**config.mk**
```make
export PLATFORM = sky130hd
export DESIGN_NAME = radio_block_top
export DESIGN_NICKNAME = d
export VERILOG_FILES = /design/src/design/radio_pkg.sv /design/src/design/ctrlport_decoder.sv /design/src/design/radio_block_top.sv /design/src/design/radio_shared_regs.sv /design/src/design/rx_packetizer.sv /design/src/design/rx_radio_ctrl.sv
export VERILOG_INCLUDE_DIRS = /design/src /design/src/design
export SDC_FILE = /design/constraint.sdc
export NUM_CORES = 2
export LEC_CHECK = 0
export BUFFER_PORTS_ARGS = -buffer_cell sky130_fd_sc_hd__buf_2
export CAP_MARGIN = 0
export CORE_MARGIN = 10
export CORE_UTILIZATION = 53
export DETAILED_ROUTE_END_ITERATION = 7
export HOLD_SLACK_MARGIN = 0.08
export PLACE_DENSITY = 0.7
export SKIP_LAST_GASP = 1
export SYNTH_ARGS = -nofsm -noshare
export SYNTH_HDL_FRONTEND = slang
export SYNTH_SLANG_ARGS = --single-unit
export TNS_END_PERCENT = 100
```
**constraint.sdc**
```tcl
create_clock -name radio_clk -period 12.9 [get_ports radio_clk]
set_clock_uncertainty 0.2 [all_clocks]
set_input_delay 3.225 -clock radio_clk [delete_from_list [all_inputs] [get_ports radio_clk]]
set_output_delay 3.225 -clock radio_clk [all_outputs]
set_load 0.05 [all_outputs]
```
**src/design/radio_defines.svh**
```systemverilog
// Radio block constants
`ifndef RADIO_DEFINES_SVH
`define RADIO_DEFINES_SVH

// Datapath widths
`define RADIO_ITEM_W 32
`define RADIO_TIME_W 64

// Control port widths
`define CTRL_ADDR_W 20
`define CTRL_DATA_W 32

// Shared window, 16 bytes at the bottom of the map
`define SHARED_BASE_ADDR 20'h00000
`define SHARED_ADDR_W 4

// Radio window, one channel only
`define RADIO_BASE_ADDR 20'h01000
`define RADIO_ADDR_W 9

// Shared window offsets
`define REG_COMPAT_NUM 'h0
`define REG_TIME_LO 'h4
`define REG_TIME_HI 'h8

// Radio window offsets
`define REG_RX_CMD 'h0
`define REG_RX_CMD_NUM_WORDS 'h4
`define REG_RX_MAX_WORDS_PER_PKT 'h8
`define REG_RX_STATUS 'hC

// Compatibility number, major in the upper half
`define COMPAT_MAJOR 16'd1
`define COMPAT_MINOR 16'd0

// Receive buffering
`define RX_FIFO_DEPTH 16
`define PKT_LEN_W 16

`endif

```
**src/design/radio_pkg.sv**
```systemverilog
// Radio block types
package radio_pkg;

  // Control port response status
  typedef enum logic [1:0] {
    CTRL_OKAY     = 2'b00,
    CTRL_ERR_ADDR = 2'b01
  } ctrl_status_e;

  // Command code in REG_RX_CMD bits 1:0
  typedef enum logic [1:0] {
    RX_CMD_STOP   = 2'd0,
    RX_CMD_FINITE = 2'd1,
    RX_CMD_CONT   = 2'd2
  } rx_cmd_e;

  // Receive capture state
  typedef enum logic [1:0] {
    RX_IDLE       = 2'd0,
    RX_RUN_CONT   = 2'd1,
    RX_RUN_FINITE = 2'd2
  } rx_state_e;

endpackage

```
**src/design/ctrlport_decoder.sv**
```systemverilog
// Control port address decoder
`include "radio_defines.svh"

module ctrlport_decoder
  import radio_pkg::*;
(
  input  logic                      radio_clk,
  input  logic                      radio_rst,
  // Upstream request and response
  input  logic                      req_wr,
  input  logic                      req_rd,
  input  logic [  `CTRL_ADDR_W-1:0] req_addr,
  input  logic [  `CTRL_DATA_W-1:0] req_data,
  output logic                      resp_ack,
  output ctrl_status_e              resp_status,
  output logic [  `CTRL_DATA_W-1:0] resp_data,
  // Shared window, read only
  output logic                      shared_req_rd,
  output logic [`SHARED_ADDR_W-1:0] shared_req_addr,
  input  logic                      shared_resp_ack,
  input  logic [  `CTRL_DATA_W-1:0] shared_resp_data,
  // Radio window
  output logic                      radio_req_wr,
  output logic                      radio_req_rd,
  output logic [ `RADIO_ADDR_W-1:0] radio_req_addr,
  output logic [  `CTRL_DATA_W-1:0] radio_req_data,
  input  logic                      radio_resp_ack,
  input  logic [  `CTRL_DATA_W-1:0] radio_resp_data
);

  localparam logic [`CTRL_ADDR_W-1:0] SHARED_BASE = `SHARED_BASE_ADDR;
  localparam logic [`CTRL_ADDR_W-1:0] RADIO_BASE  = `RADIO_BASE_ADDR;

  logic hit_shared;
  logic hit_radio;
  logic pend_err;
  logic pend_ok;
  logic local_ack;
  logic local_err;

  // Window match on the bits above each window size
  assign hit_shared = req_addr[`CTRL_ADDR_W-1:`SHARED_ADDR_W] ==
                      SHARED_BASE[`CTRL_ADDR_W-1:`SHARED_ADDR_W];
  assign hit_radio  = req_addr[`CTRL_ADDR_W-1:`RADIO_ADDR_W] ==
                      RADIO_BASE[`CTRL_ADDR_W-1:`RADIO_ADDR_W];

  // Request strobes and locally answered requests
  always_ff @(posedge radio_clk) begin
    if (radio_rst) begin
      shared_req_rd <= 1'b0;
      radio_req_wr  <= 1'b0;
      radio_req_rd  <= 1'b0;
      pend_err      <= 1'b0;
      pend_ok       <= 1'b0;
      local_ack     <= 1'b0;
      local_err     <= 1'b0;
    end else begin
      shared_req_rd <= req_rd & hit_shared;
      radio_req_wr  <= req_wr & hit_radio;
      radio_req_rd  <= req_rd & hit_radio;
      // Shared writes are dropped but still acked
      pend_ok       <= req_wr & hit_shared;
      pend_err      <= (req_wr | req_rd) & ~hit_shared & ~hit_radio;
      // Second stage lines up with target acks
      local_ack     <= pend_ok | pend_err;
      local_err     <= pend_err;
    end
  end

  // Offsets and write data
  always_ff @(posedge radio_clk) begin
    if (req_wr || req_rd) begin
      shared_req_addr <= req_addr[`SHARED_ADDR_W-1:0];
      radio_req_addr  <= req_addr[`RADIO_ADDR_W-1:0];
      radio_req_data  <= req_data;
    end
  end

  // Response merge
  assign resp_ack    = shared_resp_ack | radio_resp_ack | local_ack;
  assign resp_status = local_err ? CTRL_ERR_ADDR : CTRL_OKAY;

  always_comb begin
    if (shared_resp_ack) begin
      resp_data = shared_resp_data;
    end else if (radio_resp_ack) begin
      resp_data = radio_resp_data;
    end else begin
      resp_data = '0;
    end
  end

endmodule

```
**src/design/radio_block_top.sv**
```systemverilog
// Radio receive block top level
`include "radio_defines.svh"

module radio_block_top
  import radio_pkg::*;
(
  input  logic                     radio_clk,
  input  logic                     radio_rst,
  input  logic [`RADIO_TIME_W-1:0] radio_time,

  // Register control port
  input  logic                     req_wr,
  input  logic                     req_rd,
  input  logic [ `CTRL_ADDR_W-1:0] req_addr,
  input  logic [ `CTRL_DATA_W-1:0] req_data,
  output logic                     resp_ack,
  output ctrl_status_e             resp_status,
  output logic [ `CTRL_DATA_W-1:0] resp_data,

  // Radio samples
  input  logic [`RADIO_ITEM_W-1:0] radio_rx_data,
  input  logic                     radio_rx_stb,
  output logic                     rx_running,

  // Sample stream
  output logic [`RADIO_ITEM_W-1:0] rx_tdata,
  output logic                     rx_tlast,
  output logic                     rx_teob,
  output logic [`RADIO_TIME_W-1:0] rx_ttimestamp,
  output logic                     rx_tvalid,
  input  logic                     rx_tready
);

  // ----------------------------------------
  // Internal wiring
  // ----------------------------------------

  // Shared window requests
  logic                      shared_req_rd;
  logic [`SHARED_ADDR_W-1:0] shared_req_addr;
  logic                      shared_resp_ack;
  logic [  `CTRL_DATA_W-1:0] shared_resp_data;

  // Radio window requests
  logic                      radio_req_wr;
  logic                      radio_req_rd;
  logic [ `RADIO_ADDR_W-1:0] radio_req_addr;
  logic [  `CTRL_DATA_W-1:0] radio_req_data;
  logic                      radio_resp_ack;
  logic [  `CTRL_DATA_W-1:0] radio_resp_data;

  // Captured samples into the FIFO
  logic                      samp_valid;
  logic [ `RADIO_ITEM_W-1:0] samp_data;
  logic [ `RADIO_TIME_W-1:0] samp_time;
  logic                      samp_eob;
  logic [    `PKT_LEN_W-1:0] max_words_per_pkt;
  logic                      overflow;

  // ----------------------------------------
  // Address decode
  // ----------------------------------------

  ctrlport_decoder u_decoder (
    .radio_clk        (radio_clk),
    .radio_rst        (radio_rst),
    .req_wr           (req_wr),
    .req_rd           (req_rd),
    .req_addr         (req_addr),
    .req_data         (req_data),
    .resp_ack         (resp_ack),
    .resp_status      (resp_status),
    .resp_data        (resp_data),
    .shared_req_rd    (shared_req_rd),
    .shared_req_addr  (shared_req_addr),
    .shared_resp_ack  (shared_resp_ack),
    .shared_resp_data (shared_resp_data),
    .radio_req_wr     (radio_req_wr),
    .radio_req_rd     (radio_req_rd),
    .radio_req_addr   (radio_req_addr),
    .radio_req_data   (radio_req_data),
    .radio_resp_ack   (radio_resp_ack),
    .radio_resp_data  (radio_resp_data)
  );

  // Compat number and time readout
  radio_shared_regs u_shared (
    .radio_clk        (radio_clk),
    .radio_rst        (radio_rst),
    .radio_time       (radio_time),
    .shared_req_rd    (shared_req_rd),
    .shared_req_addr  (shared_req_addr),
    .shared_resp_ack  (shared_resp_ack),
    .shared_resp_data (shared_resp_data)
  );

  // ----------------------------------------
  // Receive path
  // ----------------------------------------

  rx_radio_ctrl u_rx_ctrl (
    .radio_clk         (radio_clk),
    .radio_rst         (radio_rst),
    .radio_req_wr      (radio_req_wr),
    .radio_req_rd      (radio_req_rd),
    .radio_req_addr    (radio_req_addr),
    .radio_req_data    (radio_req_data),
    .radio_resp_ack    (radio_resp_ack),
    .radio_resp_data   (radio_resp_data),
    .radio_rx_data     (radio_rx_data),
    .radio_rx_stb      (radio_rx_stb),
    .radio_time        (radio_time),
    .rx_running        (rx_running),
    .samp_valid        (samp_valid),
    .samp_data         (samp_data),
    .samp_time         (samp_time),
    .samp_eob          (samp_eob),
    .max_words_per_pkt (max_words_per_pkt),
    .overflow          (overflow)
  );

  rx_packetizer u_packetizer (
    .radio_clk         (radio_clk),
    .radio_rst         (radio_rst),
    .samp_valid        (samp_valid),
    .samp_data         (samp_data),
    .samp_time         (samp_time),
    .samp_eob          (samp_eob),
    .max_words_per_pkt (max_words_per_pkt),
    .overflow          (overflow),
    .rx_tdata          (rx_tdata),
    .rx_tlast          (rx_tlast),
    .rx_teob           (rx_teob),
    .rx_ttimestamp     (rx_ttimestamp),
    .rx_tvalid         (rx_tvalid),
    .rx_tready         (rx_tready)
  );

endmodule

```
**src/design/radio_shared_regs.sv**
```systemverilog
// Shared radio registers
`include "radio_defines.svh"

module radio_shared_regs (
  input  logic                      radio_clk,
  input  logic                      radio_rst,
  input  logic [ `RADIO_TIME_W-1:0] radio_time,
  input  logic                      shared_req_rd,
  input  logic [`SHARED_ADDR_W-1:0] shared_req_addr,
  output logic                      shared_resp_ack,
  output logic [  `CTRL_DATA_W-1:0] shared_resp_data
);

  // Upper time word held from the last low-word read
  logic [`CTRL_DATA_W-1:0] time_hi;

  always_ff @(posedge radio_clk) begin
    if (radio_rst) begin
      shared_resp_ack <= 1'b0;
    end else begin
      shared_resp_ack <= shared_req_rd;
    end
  end

  // Read data, one cycle after the strobe
  always_ff @(posedge radio_clk) begin
    if (shared_req_rd) begin
      case (shared_req_addr)
        `REG_COMPAT_NUM: begin
          shared_resp_data <= {`COMPAT_MAJOR, `COMPAT_MINOR};
        end
        `REG_TIME_LO: begin
          shared_resp_data <= radio_time[`CTRL_DATA_W-1:0];
          // Keeps both halves from the same cycle
          time_hi          <= radio_time[`RADIO_TIME_W-1:`CTRL_DATA_W];
        end
        `REG_TIME_HI: begin
          shared_resp_data <= time_hi;
        end
        default: begin
          shared_resp_data <= '0;
        end
      endcase
    end
  end

endmodule

```
**src/design/rx_packetizer.sv**
```systemverilog
// Receive sample FIFO and packet framing
`include "radio_defines.svh"

module rx_packetizer (
  input  logic                     radio_clk,
  input  logic                     radio_rst,
  // Push side, no back-pressure
  input  logic                     samp_valid,
  input  logic [`RADIO_ITEM_W-1:0] samp_data,
  input  logic [`RADIO_TIME_W-1:0] samp_time,
  input  logic                     samp_eob,
  input  logic [   `PKT_LEN_W-1:0] max_words_per_pkt,
  output logic                     overflow,
  // Output stream
  output logic [`RADIO_ITEM_W-1:0] rx_tdata,
  output logic                     rx_tlast,
  output logic                     rx_teob,
  output logic [`RADIO_TIME_W-1:0] rx_ttimestamp,
  output logic                     rx_tvalid,
  input  logic                     rx_tready
);

  localparam int AW = $clog2(`RX_FIFO_DEPTH);

  // ----------------------------------------
  // Sample FIFO
  // ----------------------------------------

  logic [`RADIO_ITEM_W-1:0] mem_data [`RX_FIFO_DEPTH];
  logic [`RADIO_TIME_W-1:0] mem_time [`RX_FIFO_DEPTH];
  logic                     mem_eob  [`RX_FIFO_DEPTH];

  // Extra pointer bit tells full from empty
  logic [AW:0]           wr_ptr;
  logic [AW:0]           rd_ptr;
  logic                  full;
  logic                  empty;
  logic                  push;
  logic                  pop;
  logic                  head_eob;
  logic                  word_last;
  logic [`PKT_LEN_W-1:0] pkt_cnt;

  assign empty    = wr_ptr == rd_ptr;
  assign full     = (wr_ptr[AW] != rd_ptr[AW]) && (wr_ptr[AW-1:0] == rd_ptr[AW-1:0]);
  assign push     = samp_valid & ~full;
  assign overflow = samp_valid & full;

  // Refill the output register when it is free or draining
  assign pop = ~empty & (~rx_tvalid | rx_tready);

  always_ff @(posedge radio_clk) begin
    if (push) begin
      mem_data[wr_ptr[AW-1:0]] <= samp_data;
      mem_time[wr_ptr[AW-1:0]] <= samp_time;
      mem_eob[wr_ptr[AW-1:0]]  <= samp_eob;
    end
  end

  // ----------------------------------------
  // Packet framing
  // ----------------------------------------

  assign head_eob  = mem_eob[rd_ptr[AW-1:0]];
  // Packet closes at the size limit or at end of burst
  assign word_last = head_eob || (pkt_cnt + 1'b1 >= max_words_per_pkt);

  always_ff @(posedge radio_clk) begin
    if (radio_rst) begin
      wr_ptr    <= '0;
      rd_ptr    <= '0;
      pkt_cnt   <= '0;
      rx_tvalid <= 1'b0;
    end else begin
      if (push) begin
        wr_ptr <= wr_ptr + 1'b1;
      end
      if (pop) begin
        rd_ptr  <= rd_ptr + 1'b1;
        pkt_cnt <= word_last ? '0 : pkt_cnt + 1'b1;
      end
      if (pop) begin
        rx_tvalid <= 1'b1;
      end else if (rx_tready) begin
        rx_tvalid <= 1'b0;
      end
    end
  end

  // Output word, held until accepted
  always_ff @(posedge radio_clk) begin
    if (pop) begin
      rx_tdata <= mem_data[rd_ptr[AW-1:0]];
      rx_teob  <= head_eob;
      rx_tlast <= word_last;
      // Timestamp of the first word labels the packet
      if (pkt_cnt == '0) begin
        rx_ttimestamp <= mem_time[rd_ptr[AW-1:0]];
      end
    end
  end

endmodule

```
**src/design/rx_radio_ctrl.sv**
```systemverilog
// Receive control and capture
`include "radio_defines.svh"

module rx_radio_ctrl
  import radio_pkg::*;
(
  input  logic                     radio_clk,
  input  logic                     radio_rst,
  // Radio window registers
  input  logic                     radio_req_wr,
  input  logic                     radio_req_rd,
  input  logic [`RADIO_ADDR_W-1:0] radio_req_addr,
  input  logic [ `CTRL_DATA_W-1:0] radio_req_data,
  output logic                     radio_resp_ack,
  output logic [ `CTRL_DATA_W-1:0] radio_resp_data,
  // Radio samples
  input  logic [`RADIO_ITEM_W-1:0] radio_rx_data,
  input  logic                     radio_rx_stb,
  input  logic [`RADIO_TIME_W-1:0] radio_time,
  output logic                     rx_running,
  // Push side of the packetizer
  output logic                     samp_valid,
  output logic [`RADIO_ITEM_W-1:0] samp_data,
  output logic [`RADIO_TIME_W-1:0] samp_time,
  output logic                     samp_eob,
  output logic [   `PKT_LEN_W-1:0] max_words_per_pkt,
  input  logic                     overflow
);

  rx_state_e               state;
  rx_cmd_e                 cmd_code;
  logic                    cmd_valid;
  logic [`CTRL_DATA_W-1:0] num_words;
  logic [`CTRL_DATA_W-1:0] words_left;
  logic                    ovf_sticky;
  logic                    last_samp;

  assign rx_running = state != RX_IDLE;
  assign last_samp  = (state == RX_RUN_FINITE) && (words_left == 1);

  // ----------------------------------------
  // Register access
  // ----------------------------------------

  always_ff @(posedge radio_clk) begin
    if (radio_rst) begin
      radio_resp_ack    <= 1'b0;
      cmd_valid         <= 1'b0;
      num_words         <= '0;
      max_words_per_pkt <= `PKT_LEN_W'(64);
    end else begin
      radio_resp_ack <= radio_req_wr | radio_req_rd;
      // Command takes effect one cycle after its ack
      cmd_valid      <= radio_req_wr && (radio_req_addr == `REG_RX_CMD);
      if (radio_req_wr) begin
        case (radio_req_addr)
          `REG_RX_CMD_NUM_WORDS:     num_words <= radio_req_data;
          `REG_RX_MAX_WORDS_PER_PKT: max_words_per_pkt <= radio_req_data[`PKT_LEN_W-1:0];
          default:                   num_words <= num_words;
        endcase
      end
    end
  end

  // Command code and read data
  always_ff @(posedge radio_clk) begin
    if (radio_req_wr) begin
      cmd_code <= rx_cmd_e'(radio_req_data[1:0]);
    end
    if (radio_req_rd) begin
      case (radio_req_addr)
        `REG_RX_CMD_NUM_WORDS:     radio_resp_data <= num_words;
        `REG_RX_MAX_WORDS_PER_PKT: radio_resp_data <= `CTRL_DATA_W'(max_words_per_pkt);
        `REG_RX_STATUS:            radio_resp_data <= `CTRL_DATA_W'({ovf_sticky, rx_running});
        default:                   radio_resp_data <= '0;
      endcase
    end
  end

  // ----------------------------------------
  // Capture FSM
  // ----------------------------------------

  always_ff @(posedge radio_clk) begin
    if (radio_rst) begin
      state      <= RX_IDLE;
      words_left <= '0;
      ovf_sticky <= 1'b0;
    end else begin
      // Burst countdown
      if (state == RX_RUN_FINITE && radio_rx_stb) begin
        words_left <= words_left - 1'b1;
        if (last_samp) begin
          state <= RX_IDLE;
        end
      end
      // Commands override the countdown
      if (cmd_valid) begin
        case (cmd_code)
          RX_CMD_STOP: begin
            state <= RX_IDLE;
          end
          RX_CMD_CONT: begin
            state      <= RX_RUN_CONT;
            ovf_sticky <= 1'b0;
          end
          RX_CMD_FINITE: begin
            // Zero-length burst never starts
            state      <= (num_words == '0) ? RX_IDLE : RX_RUN_FINITE;
            words_left <= num_words;
            ovf_sticky <= 1'b0;
          end
          default: begin
            state <= state;
          end
        endcase
      end
      // Lost sample stops the channel
      if (overflow) begin
        state      <= RX_IDLE;
        ovf_sticky <= 1'b1;
      end
    end
  end

  // Sample capture with its time
  always_ff @(posedge radio_clk) begin
    if (radio_rst) begin
      samp_valid <= 1'b0;
    end else begin
      samp_valid <= rx_running & radio_rx_stb;
    end
  end

  always_ff @(posedge radio_clk) begin
    if (radio_rx_stb) begin
      samp_data <= radio_rx_data;
      samp_time <= radio_time;
      samp_eob  <= last_samp;
    end
  end

endmodule

```
# [Yosys cells after proc, flatten, opt, wreduce, memory -nomap -nowiden]
# Memory sizes are Yosys's and may differ from the RTL's. A register that Yosys moved wholly into a read port is not among the register bits.
# Cells that the tools add are included.
[totals] register_bits=363 ram_bits=1552 out_inout_bits=135 word_cells=124 mem_count=3
[memory_table] name="u_packetizer.mem_time" words=16 word_bits=64 rd=1 rd_clocked_by_memory_dff=1 wr=1 line="rx_packetizer.sv:30" rtl="logic [`RADIO_TIME_W-1:0] mem_time [`RX_FIFO_DEPTH];"
[memory_table] name="u_packetizer.mem_data" words=16 word_bits=32 rd=1 rd_clocked_by_memory_dff=1 wr=1 line="rx_packetizer.sv:29" rtl="logic [`RADIO_ITEM_W-1:0] mem_data [`RX_FIFO_DEPTH];"
[memory_table] name="u_packetizer.mem_eob" words=16 word_bits=1 rd=1 rd_clocked_by_memory_dff=1 wr=1 line="rx_packetizer.sv:31" rtl="logic mem_eob [`RX_FIFO_DEPTH];"
[classes] n_addsub=4 n_lt_le_gt_ge=1 n_eq_ne=14 n_mux=23 n_bitwise=21 reduce_logical=26
[op_table] cell="$pmux W32 S3" count=2
[op_table] cell="$mux W32" count=5
[op_table] cell="$eq A32 B1 Y1 const B" count=1
[op_table] cell="$logic_not A16 Y1" count=2
[op_table] cell="$logic_not A32 Y1" count=1
[op_table] cell="$sub A32 B1 Y32 const B" count=1
[op_table] cell="$eq A9 B4 Y1 const B" count=2
[op_table] cell="$add A16 B1 Y16 const B" count=1
[op_table] cell="$ge A16 B16 Y1" count=1
[op_table] cell="$mux W16" count=1
[op_table] cell="$reduce_bool A2 Y1" count=6
[op_table] cell="$eq A11 B4 Y1 const B" count=1
[op_table] cell="$add A5 B1 Y5 const B" count=2
[op_table] cell="$and A1 B1 Y1" count=10
[op_table] cell="$reduce_and A2 Y1" count=5
[op_table] cell="$eq A9 B3 Y1 const B" count=1
[op_table] cell="$logic_not A9 Y1" count=1
[op_table] cell="$mux W1" count=8
[op_table] cell="$mux W2" count=4
[op_table] cell="$mux W4" count=2
[op_table] cell="$or A1 B1 Y1" count=6
[op_table] cell="$pmux W2 S3" count=1
[op_table] cell="$eq A5 B5 Y1" count=1
[op_table] cell="$not A1 Y1" count=5
[op_table] cell="other kinds (13)" count=19

# [Longest topological paths before layout]
[depth] word_depth=6 depth_mapped=13 mapped_depth_nobuf=12

# [Hierarchy]
# From an unflattened synthesis, not the netlist that was laid out.
[hier_totals] hier_cells=3474 area_unflattened_um2=75832.7
[by_module_without_submodules] mod="rx_packetizer" instances=1 cells_each=2528 area_per_inst_um2=63022.9 seq_area_each_um2=50168.1
[by_module_without_submodules] mod="rx_radio_ctrl" instances=1 cells_each=682 area_per_inst_um2=8290.5 seq_area_each_um2=5655.4
[by_module_without_submodules] mod="radio_shared_regs" instances=1 cells_each=148 area_per_inst_um2=2651.3 seq_area_each_um2=1941.9
[by_module_without_submodules] mod="ctrlport_decoder" instances=1 cells_each=116 area_per_inst_um2=1868.0 seq_area_each_um2=1371.3

# [Worst setup path before layout]
# OpenSTA, ideal clock, no wires.
[synth_path] path_kind="register to register" from="reg u_packetizer.rd_ptr[0]" to="mem u_packetizer.mem_data[1][0] in the netlist's numbering, enable pin" arrival_ns=10.212 required_time_ns=11.909 path_slack_ns=1.697 path_stages_with_launch=7 n_path_buf=1 cell_sequence="dfxtp_1 -> clkbuf_1 -> xnor2_1 -> and4_1 -> nand2_1 -> nand2_1 -> nor4_1"
[synth_between] elab_chain_cells=6
[synth_rtl] element="start, declared" line="rx_packetizer.sv:35" rtl="logic [AW:0] rd_ptr;"
[synth_rtl] element="start signal, assigned" line="rx_packetizer.sv:79" rtl="rd_ptr <= rd_ptr + 1'b1;"
[synth_rtl] element="$eq A4 B4 Y1" line="rx_packetizer.sv:45" rtl="assign full = (wr_ptr[AW] != rd_ptr[AW]) && (wr_ptr[AW-1:0] == rd_ptr[AW-1:0]);"
[synth_rtl] element="$logic_and A1 B1 Y1" line="rx_packetizer.sv:45"
[synth_rtl] element="$not A1 Y1" line="rx_packetizer.sv:46" rtl="assign push = samp_valid & ~full;"
[synth_rtl] element="$and A1 B1 Y1" line="rx_packetizer.sv:46"
[synth_rtl] element="$mux W1" line="rx_packetizer.sv:53" rtl="if (push) begin"
[synth_rtl] element="$mux W1 (not written as such)" line="rx_packetizer.sv:54" rtl="mem_data[wr_ptr[AW-1:0]] <= samp_data;"
[synth_rtl] element="end, declared" line="rx_packetizer.sv:29"
# Every way passes these cells.

# [Final worst setup path]
[layout_path] from="reg u_rx_ctrl.radio_resp_ack" to="out resp_data[16]"
[layout_between] elab_chain_cells=2
[layout_rtl] element="start, declared" line="rx_radio_ctrl.sv:14" rtl="output logic radio_resp_ack,"
[layout_rtl] element="start signal, assigned" line="rx_radio_ctrl.sv:52" rtl="radio_resp_ack <= radio_req_wr | radio_req_rd;"
[layout_rtl] element="$mux W32" line="ctrlport_decoder.sv:86" rtl="end else if (radio_resp_ack) begin"
[layout_rtl] element="$mux W32" line="ctrlport_decoder.sv:84" rtl="if (shared_resp_ack) begin"
[layout_rtl] element="end, declared" line="radio_block_top.sv:18" rtl="output logic [ `CTRL_DATA_W-1:0] resp_data,"
# Every way passes these cells.

==> flow_summary.ini <==
[sta]
period_share_pct = 46.6
fmax_mhz = 167
rsz0062_at_grt = false
finalMaxSlewViolations = 0
relSlewSlack_pct = 20.6
period_needed_ps = 6010
finalSetupViolCount = 0
worst_slew_pin_slew_ps = 1190
hold_violations = 0
finalSetupTns_ps = 0

[drt]
wl_per_cell_um = 30.6
drc = 0
num_vias = 35800
ant_nets = 0
drt-initial-drc-count = 3879
drtPass1Iterations = 5
viasPerCell = 6.14
wl_mm = 178

[floorplan]
die_w_um = 397
io_pins = 289
dieArea_um2 = 157000
core_um2 = 141000
initial_utilization_pct = 53.2
rows = 138
die_y_um = 397

[yosys]
yosysTopAreaCell = edfxtp_1
yosysWarnings = 0
avgSynthCellArea_um2 = 22.1
synth-seq-cells = 2011
synth-edff-count = 1886
async_reset_ff_share_pct = 0
synth-main-ff-cell = edfxtp_1
yosys-top-cells-area = edfxtp_1, mux4_2, dfxtp_1
yosysSeqAreaShare_pct = 78.7
synthTopCellsByCount = edfxtp_1, mux4_2, nand2_1, clkbuf_1, dfxtp_1
syn_inst = 3408
synthesis.nets = 3590
post-synth-top-count-cell = edfxtp_1
synth.top_cell.area_share_pct = 75.4
syn_area_um2 = 75200
ys_types = 55

[critical_path]
cp_max_fo = 17
cp-start-kind = flip-flop
crit_arrival_ps = 2580
crit_path_end_kind = primary output
path_class = flip-flop to primary output
critPathRequiredTime_ps = 9470

[cells_and_area]
layout.nets = 3959
fin_area_um2 = 85000
layout-drive-gt1-share_pct = 28.5
area_growth_pct = 13.1

[place]
io_buffer_count = 287
placed_area_um2 = 79000
gp_congestion = 0.857
hpwl_mm = 98.1

[run_status]
status = finished, final reports clean

[grt]
grt.met3_usage_pct = 5.65
grt_start_max_net_pins = 156
grt-ovfl-total = 0
grt_use_met1_pct = 31.0
antenna_found_initial = 15
grt_pass1_vias = 36700
gr-usage-met2_pct = 36.4
globalRouteTotalUtil_pct = 22.6
grt_pass1_wl_mm = 258
grt.busiest_layer = met2

[clocking]
clock_latency_ps = 820
clock-root-buffer = clkbuf_16
path_clk_slew_ps = 60
postCtsHoldBufs = 0
cts_setup_buffers = 0
cts_buffers = 191
cts_tree = yes
cts_resized = 0
h-tree-depth = 4
cts.sinks = 2011
clock_path_buffers = 3

[power_and_ir_drop]
total_power_mw = 13.6
power_density_nw_per_um2 = 160
p_leak_nw = 26.7
ir_worst_vdd_uv = 163

[run]
maxCapViolations = 0

[min_path]
hold_path_class = flip-flop to flip-flop
==> worst max-delay path, cell delays in order, from the launching register on <==
cell and delay (ps):
dfxtp_1 350, nor2b_2 560, buf_4 390, a22o_1 190, buf_2 270
==> cells in the final DEF (no fill, tap or decap), types with 7 or more instances in the layout <==
master,instances
o211ai_1,8
nor2_1,77
nand4_1,20
clkbuf_16,197
a21oi_1,77
clkbuf_1,60
o21ai_0,9
xnor2_1,39
or4_1,7
nand2_1,144
clkinv_1,44
ha_1,28
nor4_1,23
inv_6,7
buf_4,62
and2_1,24
inv_1,39
or3_1,10
dfxtp_1,120
bufinv_16,13
mux4_2,482
clkinv_2,20
nor3_1,19
buf_2,285
a22o_1,76
and2_4,8
xor2_1,15
nand3_1,12
a211oi_1,24
edfxtp_1,1886
nor4_2,8
==> layout make-up <==
type	count	area [um^2]
inverter	40	150
antenna	2	5.00
clock buffer	258	5170
fill	9887	56300
tap	1890	2360
clock inverter	92	841
multi-input combinational	1181	15300
timing repair buffer	352	1980
sequential	2011	59200
==> metrics by stage <==
| stage | instances | hold slack, ps | utilization (%) | setup slack (ps) |
|---|---|---|---|---|
| after global routing | 5824 | 300 | 60.2 | 6770 |
| final | 5826 | 256 | 60.2 | 6890 |
| after global placement | 5473 | 219 | 55.9 | 7180 |
| after floorplan | 3408 | 211 | - | 1700 |
| after CTS | 5823 | 253 | 60.2 | 6860 |
| after detailed placement | 5473 | 223 | 55.9 | 7120 |
==> path summary, 6_finish.rpt <==
path	cells past startpoint	slack [ps]	to	from
hold reg to reg	2	260	u_decoder.local_ack	u_decoder.pend_ok
setup reg to reg	5	7840	u_packetizer.rx_tdata[1]	u_packetizer.rd_ptr[0]
setup / recovery	4	6890	resp_data[16]	u_rx_ctrl.radio_resp_ack
hold / removal	2	260	u_decoder.local_ack	u_decoder.pend_ok
==> report_power, final <==
part	switching [mW]	internal (mW)
logic	0.536	0.205
registers	0.156	7.31
clock network	2.33	3.07
total	3.02	10.6
==> kinds of logic (layout without fill, tap and decap cells) <==
kind of cell	count (synthesis)	in the layout	share of synthesized area, %
compound gates	217	217	2.04
flops	2011	2011	78.7
xor+xnor	54	54	0.629
mux	486	486	14.5
simple gates	395	395	2.58
buf+inv	216	742	1.09
other cells	1	3	0.00499
fa+ha+maj	28	28	0.466
==> routing by layer <==
layer  share of wire (%)  vias up  routed length (um)
met1                  39    18900               69100
met2                  49     1669               88100
met5               0.062        -                 111
met4                 2.2       14                3960
li1                    -    14900                   -
met3                 9.4      242               16800
==> flip-flops by register name (all words and copies together) (netlist names), 32 cells and up, named ones only <==
register and cells:
u_decoder.radio_req_data 32, u_packetizer.mem_data 512, u_packetizer.mem_time 1024, u_packetizer.rx_tdata 32, u_packetizer.rx_ttimestamp 64, u_rx_ctrl.num_words 32
u_rx_ctrl.radio_resp_data 32, u_rx_ctrl.samp_data 32, u_rx_ctrl.samp_time 64, u_rx_ctrl.words_left 32, u_shared.shared_resp_data 32, u_shared.time_hi 32
Power figures use the tool's default switching activity.
